[src/logic/test_ctrl_pkg.sv]
// Shared definitions of the byte-stream test controller.
// A frame header is {cmd, length}, and the length counts the payload bytes after it.
// The STOPPED command is only ever sent by the controller.

package test_ctrl_pkg;

    // ========================================
    // Field widths
    // ========================================
    localparam int BYTE_W = 8;
    localparam int LEN_W  = 6;

    // Generator defaults, 63 bytes is the largest payload a header can describe
    localparam int DEF_PACKET_PAYLOAD = 63;
    localparam int DEF_PACKET_COUNT   = 2;

    // ========================================
    // Header command
    // ========================================
    typedef enum logic [1:0] {
        CMD_TEST_START   = 2'd0,
        CMD_TEST_DATA    = 2'd1,
        CMD_TEST_STOP    = 2'd2,
        CMD_TEST_STOPPED = 2'd3
    } cmd_t;

    // ========================================
    // Test number, carried in the start payload
    // ========================================
    typedef enum logic [7:0] {
        TEST_RECEIVE      = 8'd1,
        TEST_SEND         = 8'd2,
        TEST_RECEIVE_SEND = 8'd3
    } test_num_t;

    // Report code, first byte after a STOPPED header
    typedef enum logic [7:0] {
        ERR_NONE          = 8'd0,
        ERR_START_PAYLOAD = 8'd1,
        ERR_STOP_PAYLOAD  = 8'd2,
        ERR_INVALID_CMD   = 8'd3,
        ERR_TEST_NUM      = 8'd4,
        ERR_TEST_DATA     = 8'd5
    } err_code_t;

endpackage

[src/logic/tx_byte_if.sv]
// One frame byte offered by a source to the output writer.
// The source holds req, data and last until take; take is a single-cycle pulse.
`timescale 1ns/100ps

interface tx_byte_if
    import test_ctrl_pkg::*;
();

    logic              req;
    logic [BYTE_W-1:0] data;
    logic              last;
    logic              take;

    // Parser or generator side
    modport source (
        output req, data, last,
        input  take
    );

    // Writer side
    modport sink (
        input  req, data, last,
        output take
    );

endinterface

[src/logic/frame_parser.sv]
// Reads framed commands from the input FIFO and checks them.
// Takes at most one byte every three clocks, and none while a frame of its own is pending.
// After a stop report has gone out it halts until reset.
`timescale 1ns/100ps

module frame_parser
    import test_ctrl_pkg::*;
(
    input  logic              clk,
    input  logic              reset_i,
    output logic              rd_in_fifo_en_o,
    input  logic              rd_in_fifo_empty_i,
    input  logic [BYTE_W-1:0] rd_in_fifo_data_i,
    output logic              gen_start_o,
    tx_byte_if.source         rpt_if,
    output logic              test_ok_o,
    output logic              test_fail_o
);

    logic              rd_valid;
    logic              in_payload;
    cmd_t              cmd_q;
    logic [LEN_W-1:0]  len_left;
    test_num_t         test_num;
    logic [BYTE_W-1:0] exp_data;
    logic              frame_req;
    logic [1:0]        buf_idx;
    logic              halted;
    logic [BYTE_W-1:0] frame_buf [4];

    // Queue an echo or report frame, a report also stops all further reads
    task automatic post_frame(input logic [BYTE_W-1:0] b0, input logic [BYTE_W-1:0] b1,
                              input logic [BYTE_W-1:0] b2, input logic [BYTE_W-1:0] b3,
                              input logic is_rpt);
        frame_buf[0] <= b0;
        frame_buf[1] <= b1;
        frame_buf[2] <= b2;
        frame_buf[3] <= b3;
        buf_idx      <= 2'd0;
        frame_req    <= 1'b1;
        if (is_rpt) begin
            halted <= 1'b1;
        end
    endtask

    assign rpt_if.req  = frame_req;
    assign rpt_if.data = frame_buf[buf_idx];
    // Header length equals the index of the final byte
    assign rpt_if.last = (LEN_W'(buf_idx) == frame_buf[0][LEN_W-1:0]);

    always_ff @(posedge clk or posedge reset_i) begin
        if (reset_i) begin
            rd_in_fifo_en_o <= 1'b0;
            rd_valid        <= 1'b0;
            in_payload      <= 1'b0;
            cmd_q           <= CMD_TEST_START;
            len_left        <= '0;
            test_num        <= test_num_t'(8'd0);
            exp_data        <= '0;
            gen_start_o     <= 1'b0;
            frame_req       <= 1'b0;
            buf_idx         <= 2'd0;
            halted          <= 1'b0;
            test_ok_o       <= 1'b0;
            test_fail_o     <= 1'b0;
        end else begin
            gen_start_o <= 1'b0;
            rd_valid    <= rd_in_fifo_en_o;
            // No read back to back, nor before the last byte has been decoded
            rd_in_fifo_en_o <= ~rd_in_fifo_empty_i & ~rd_in_fifo_en_o & ~rd_valid
                               & ~frame_req & ~halted;

            // ========================================
            // Header phase
            // ========================================
            if (rd_valid && !in_payload) begin
                cmd_q    <= cmd_t'(rd_in_fifo_data_i[7:6]);
                len_left <= rd_in_fifo_data_i[LEN_W-1:0];
                case (cmd_t'(rd_in_fifo_data_i[7:6]))
                    CMD_TEST_START: begin
                        if (rd_in_fifo_data_i[LEN_W-1:0] == LEN_W'(1)) begin
                            in_payload <= 1'b1;
                        end else begin
                            post_frame({CMD_TEST_STOPPED, LEN_W'(1)}, ERR_START_PAYLOAD,
                                       '0, '0, 1'b1);
                        end
                    end
                    // Empty data frames are accepted and dropped
                    CMD_TEST_DATA: in_payload <= (rd_in_fifo_data_i[LEN_W-1:0] != '0);
                    CMD_TEST_STOP: begin
                        if (rd_in_fifo_data_i[LEN_W-1:0] == '0) begin
                            post_frame({CMD_TEST_STOPPED, LEN_W'(1)}, ERR_NONE, '0, '0, 1'b1);
                        end else begin
                            post_frame({CMD_TEST_STOPPED, LEN_W'(1)}, ERR_STOP_PAYLOAD,
                                       '0, '0, 1'b1);
                        end
                    end
                    default: post_frame({CMD_TEST_STOPPED, LEN_W'(1)}, ERR_INVALID_CMD,
                                        '0, '0, 1'b1);
                endcase
            end

            // ========================================
            // Payload phase
            // ========================================
            if (rd_valid && in_payload) begin
                len_left <= len_left - LEN_W'(1);
                if (len_left == LEN_W'(1)) begin
                    in_payload <= 1'b0;
                end
                if (cmd_q == CMD_TEST_START) begin
                    test_num <= test_num_t'(rd_in_fifo_data_i);
                    exp_data <= '0;
                    case (rd_in_fifo_data_i)
                        TEST_RECEIVE, TEST_RECEIVE_SEND: ;
                        TEST_SEND: gen_start_o <= 1'b1;
                        default: post_frame({CMD_TEST_STOPPED, LEN_W'(2)}, ERR_TEST_NUM,
                                            rd_in_fifo_data_i, '0, 1'b1);
                    endcase
                end else if (rd_in_fifo_data_i == exp_data) begin
                    exp_data <= exp_data + 1'b1;
                    // Loopback echoes every good byte in a frame of its own
                    if (test_num == TEST_RECEIVE_SEND) begin
                        post_frame({CMD_TEST_DATA, LEN_W'(1)}, rd_in_fifo_data_i, '0, '0, 1'b0);
                    end
                end else begin
                    post_frame({CMD_TEST_STOPPED, LEN_W'(3)}, ERR_TEST_DATA,
                               rd_in_fifo_data_i, exp_data, 1'b1);
                end
            end

            // Hand over frame bytes, status rises with the final report byte
            if (frame_req && rpt_if.take) begin
                if (rpt_if.last) begin
                    frame_req <= 1'b0;
                    if (halted) begin
                        test_ok_o   <= (frame_buf[1] == ERR_NONE);
                        test_fail_o <= (frame_buf[1] != ERR_NONE);
                    end
                end else begin
                    buf_idx <= buf_idx + 2'd1;
                end
            end
        end
    end

endmodule

[src/flat_wrapper.sv]
// flat-port wrapper written by rule: the top's interface ports become plain ports
module frame_parser_flat import test_ctrl_pkg::*;
  (clk, reset_i, rd_in_fifo_en_o, rd_in_fifo_empty_i, rd_in_fifo_data_i, gen_start_o, test_ok_o, test_fail_o, rpt_if_req, rpt_if_data, rpt_if_last, rpt_if_take);
  tx_byte_if rpt_if_i ();
  input  logic clk;
  input  logic reset_i;
  output logic rd_in_fifo_en_o;
  input  logic rd_in_fifo_empty_i;
  input  logic [BYTE_W-1:0] rd_in_fifo_data_i;
  output logic gen_start_o;
  output logic test_ok_o;
  output logic test_fail_o;
  output wire logic [$bits(rpt_if_i.req)-1:0] rpt_if_req;
  output wire logic [$bits(rpt_if_i.data)-1:0] rpt_if_data;
  output wire logic [$bits(rpt_if_i.last)-1:0] rpt_if_last;
  input wire logic [$bits(rpt_if_i.take)-1:0] rpt_if_take;
  assign rpt_if_req = rpt_if_i.req;
  assign rpt_if_data = rpt_if_i.data;
  assign rpt_if_last = rpt_if_i.last;
  assign rpt_if_i.take = rpt_if_take;
  frame_parser u_core (.clk(clk), .reset_i(reset_i), .rd_in_fifo_en_o(rd_in_fifo_en_o), .rd_in_fifo_empty_i(rd_in_fifo_empty_i), .rd_in_fifo_data_i(rd_in_fifo_data_i), .gen_start_o(gen_start_o), .rpt_if(rpt_if_i), .test_ok_o(test_ok_o), .test_fail_o(test_fail_o));
endmodule
[config.mk]
export PLATFORM = sky130hd
export DESIGN_NAME = frame_parser_flat
export DESIGN_NICKNAME = d
export VERILOG_FILES = /design/src/logic/test_ctrl_pkg.sv /design/src/logic/tx_byte_if.sv /design/src/logic/frame_parser.sv /design/src/flat_wrapper.sv
export SDC_FILE = /design/constraint.sdc
export NUM_CORES = 1
export LEC_CHECK = 0
export BUFFER_PORTS_ARGS = -buffer_cell sky130_fd_sc_hd__buf_2
export CAP_MARGIN = 15
export CORE_MARGIN = 2
export CORE_UTILIZATION = 64
export CTS_CLUSTER_SIZE = 40
export DETAILED_ROUTE_END_ITERATION = 12
export PLACE_DENSITY = 0.81
export SLEW_MARGIN = 10
export SYNTH_ARGS = -nofsm -noshare
export SYNTH_HDL_FRONTEND = slang
export SYNTH_SLANG_ARGS = --single-unit
[constraint.sdc]
create_clock -name clk -period 4.4 [get_ports clk]
set_clock_uncertainty 0.1 [all_clocks]
set_input_delay 0 -clock clk [delete_from_list [all_inputs] [get_ports clk]]
set_output_delay 0 -clock clk [all_outputs]
set_load 0.1 [all_outputs]
==> run metrics <==
DRC Markers 0; Clk network pwr share 27.0%; share of cells above drive strength 1 21.51%; DR vias 2711; Post-CTS Setup Repair Bufs 0; sw frac 40.23%; Die Span X 78.74 microns; Die Area 6199 sq um; register share of total power 40.4%; Comb pwr share 32.7%; DR vias/cell 6.517; vias in the first global route 2685; Max Cap Viol 0; Detailed Routing Iterations Pass 1 5; Fin Setup TNS 0 ps; Syn. warnings 0; largest net degree at the start of global routing 46; core area 5439 sq um; Period minus WS final 2680 ps; PwrDens 478.4 nW/um^2; H-tree Lvls 3; Slew Limit Fails 0; worst path cell trace nand2_1 > nor2_2 > nand3_1 > nor3_1 > dlygate4sd3_1; Initial Util 65.72%; root buf cell clkbuf_8; Leakage Power 0.001531 uW; crit end category flip-flop; first-pass GRT wire length 13.49 mm; period utilization 60.90%; Rows 27; PortBufs 25; status complete, no violations; RSZ-0062 raised after global routing no; Async SR Flop Fraction 51.52%; Overall Power 1892 uW; Area Overhead vs Synth 10.61%; Final ANT Viol Nets 0; setup ws final 1720 ps; WL final 8.099 mm; maximum clock rate 373.2 MHz; WP data arrival 2860 ps; CTS tree built; Initial DRC Count 261; Net Sw Power 761.0 uW; Worst setup SP type flip-flop; Final HPWL DP 5.494 mm; Main synth FF type dfrtp_1; Slew @ Worst Pin 913.6 ps; Post-synth EDFFs 32; I/O pin count 26; post_cts resized 0; Final setup violation count 0; Slew HR 39.01%; Mapped Cells 313; ANT cells 0; clock latency on the worst-skew pair 350 ps; Synth Cell Area 3575 sq um; WL per Instance 19.47 microns; Setup WS pre-CTS 1831 ps; FF-to-FF setup slack 1720 ps; Worst EP required 4590 ps; CTS buffer count 9; endpoints failing hold 0; total global routing overflow 0; routability congestion estimate 0.8820; library cells used by synthesis 54; die height 78.74 microns; CP top delay family simple AND/OR/NAND/NOR gates; CP max stage delay 660 ps; CP Max Fanout 17; Peak VDD IR 0.3613 mV; initial antenna violation count 0; Int Pwr 1131 uW; clock-pin slew on the worst setup and hold paths 60 ps; CTS max path bufs 2; GRT Total Usage 28.93%; slowest CP cell dfrtp_1; Critical path buffers and inverters 1; fillcell total 386; final layout net count 354; Hold Crit Class primary input to flip-flop; clock sink total 66; fin util 72.69%; Setup CP Type flip-flop to flip-flop; sequential-to-total area share from yosys stat 50.68%; post-synthesis average cell area 11.42 sq um; syn nets 328; synthesis-stage register bit count 66
==> registers in the layout (all words and copies together) (netlist names) <==
| register | cells |
|---|---|
| u_core.frame_buf | 32 |
| u_core.test_ok_o | 1 |
| u_core.rd_in_fifo_en_o | 1 |
| u_core.rd_valid | 1 |
| u_core.rpt_if.req | 1 |
| u_core.len_left | 6 |
| u_core.in_payload | 1 |
| u_core.cmd_q | 2 |
| u_core.exp_data | 8 |
| u_core.gen_start_o | 1 |
| u_core.test_fail_o | 1 |
| u_core.test_num | 8 |
| u_core.halted | 1 |
| u_core.buf_idx | 2 |
==> worst paths after layout <==
kind,from,end,cells after the start
max in group asynchronous,reset_i,u_core.exp_data[7]$_DFFE_PP0P_,4
max,u_core.rd_valid$_DFF_PP0_,u_core.gen_start_o$_DFF_PP0_,5
min,rd_in_fifo_data_i[3],u_core.test_num[3]$_DFFE_PP0P_,2
min reg2reg,u_core.rd_in_fifo_en_o$_DFF_PP0_,u_core.rd_valid$_DFF_PP0_,0
min in group asynchronous,reset_i,u_core.test_fail_o$_DFFE_PP0P_,3
max reg2reg,u_core.rd_valid$_DFF_PP0_,u_core.gen_start_o$_DFF_PP0_,5
==> metrics by stage <==
step	cell area, sq um	hold slack (ps)	std cells
after floorplan	3575	46.70	313
after global placement	3666	136.3	391
after detailed placement	3666	145.0	391
after CTS	3954	13.69	416
after global routing	3954	46.07	416
final	3954	17.92	416
==> kinds of logic after synthesis <==
kind of cell | after synthesis | synth area share [%]
AOI/OAI and AO/OA | 82 | 16.42
xor gates and xnor gates | 10 | 2.450
adders and majority gates | 3 | 1.050
buffers and inverters | 26 | 4.305
DFF | 66 | 50.68
muxes | 19 | 8.470
and+or+nand+nor | 107 | 16.63
==> layout make-up <==
class / count / area, sq um / share of cell area [%]
multi-input cells: 221 / 1609 / 40.70
repair buffers: 35 / 222.7 / 5.633
clock buffers: 13 / 158.9 / 4.019
inverters: 6 / 22.52 / 0.5696
clock inverters: 3 / 38.79 / 0.9810
well taps: 72 / 90.09 / 2.278
flip-flops and latches: 66 / 1812 / 45.82
==> per-layer routing <==
metal / up-vias / GRT usage (%) / share of wire [%]
li1: 1238 / - / -
met1: 1324 / 39.36 / 41
met2: 131 / 46.92 / 50
met3: 18 / 3.750 / 6.6
met4: 0 / 13.16 / 2.2
met5: - / 0 / 0
==> Yosys cell counts (all sizes together), types with 2 or more instances <==
master | instances | area [sq um]
dfrtp | 34 | 850.8
edfxtp | 32 | 960.9
nand2 | 32 | 122.6
a21oi | 23 | 115.1
a22o | 16 | 140.1
buf | 16 | 116.4
nor2 | 16 | 65.06
nand3 | 12 | 60.06
o21ai | 12 | 60.05
mux2 | 10 | 112.6
o211ai | 10 | 75.07
xor2 | 10 | 87.58
mux4 | 8 | 180.2
nand2b | 7 | 43.79
nor4 | 7 | 71.31
and2 | 6 | 40.04
inv | 6 | 22.52
nor3 | 6 | 41.29
or4 | 5 | 41.29
a31oi | 4 | 25.02
clkbuf | 4 | 15.01
nand4 | 4 | 25.02
or3 | 4 | 25.02
a31o | 3 | 26.28
and4 | 3 | 26.28
ha | 3 | 37.54
or2 | 3 | 18.77
a211o | 2 | 17.52
a41oi | 2 | 25.03
o31a | 2 | 17.52
==> timing repair <==
item | in CTS | in global routing
endpoints found under the hold margin | 45 | 0
endpoints found under the setup margin | 0 | 0
hold buffers | 9 | 0
==> worst reg2reg max path, stage by stage (launching register included) <==
cell and delay, ps:
dfrtp_1 660, nand2_1 450, nor2_2 550, nand3_1 140, nor3_1 150, dlygate4sd3_1 570
==> power by group through the flow <==
| stage | Combinational (uW) | Clock (uW) | Sequential (uW) |
|---|---|---|---|
| after floorplan | 504 | 0 | 796 |
| after global placement | 603 | 0 | 773 |
| after detailed placement | 613 | 0 | 777 |
| after CTS | 620 | 517 | 764 |
| after global routing | 641 | 537 | 775 |
| final | 618 | 510 | 764 |
==> layout by cell type (no fill, tap or decap), types with 3 or more instances in the layout <==
cell type,n
edfxtp_1,32
dlygate4sd3_1,9
ha_1,3
nor2_1,14
a22o_1,16
nand2_1,31
buf_2,25
nand2b_1,7
or4_1,4
nand4_1,4
nor3_1,5
and2_1,5
mux4_2,8
nor4_1,4
or3_1,4
mux2_2,10
a21oi_1,23
dfrtp_1,34
clkbuf_8,11
o211ai_1,10
xor2_1,10
nand3_1,12
or2_2,3
and4_1,3
inv_1,5
a31oi_1,4
o21ai_0,11
Power figures use the tool's default switching activity.
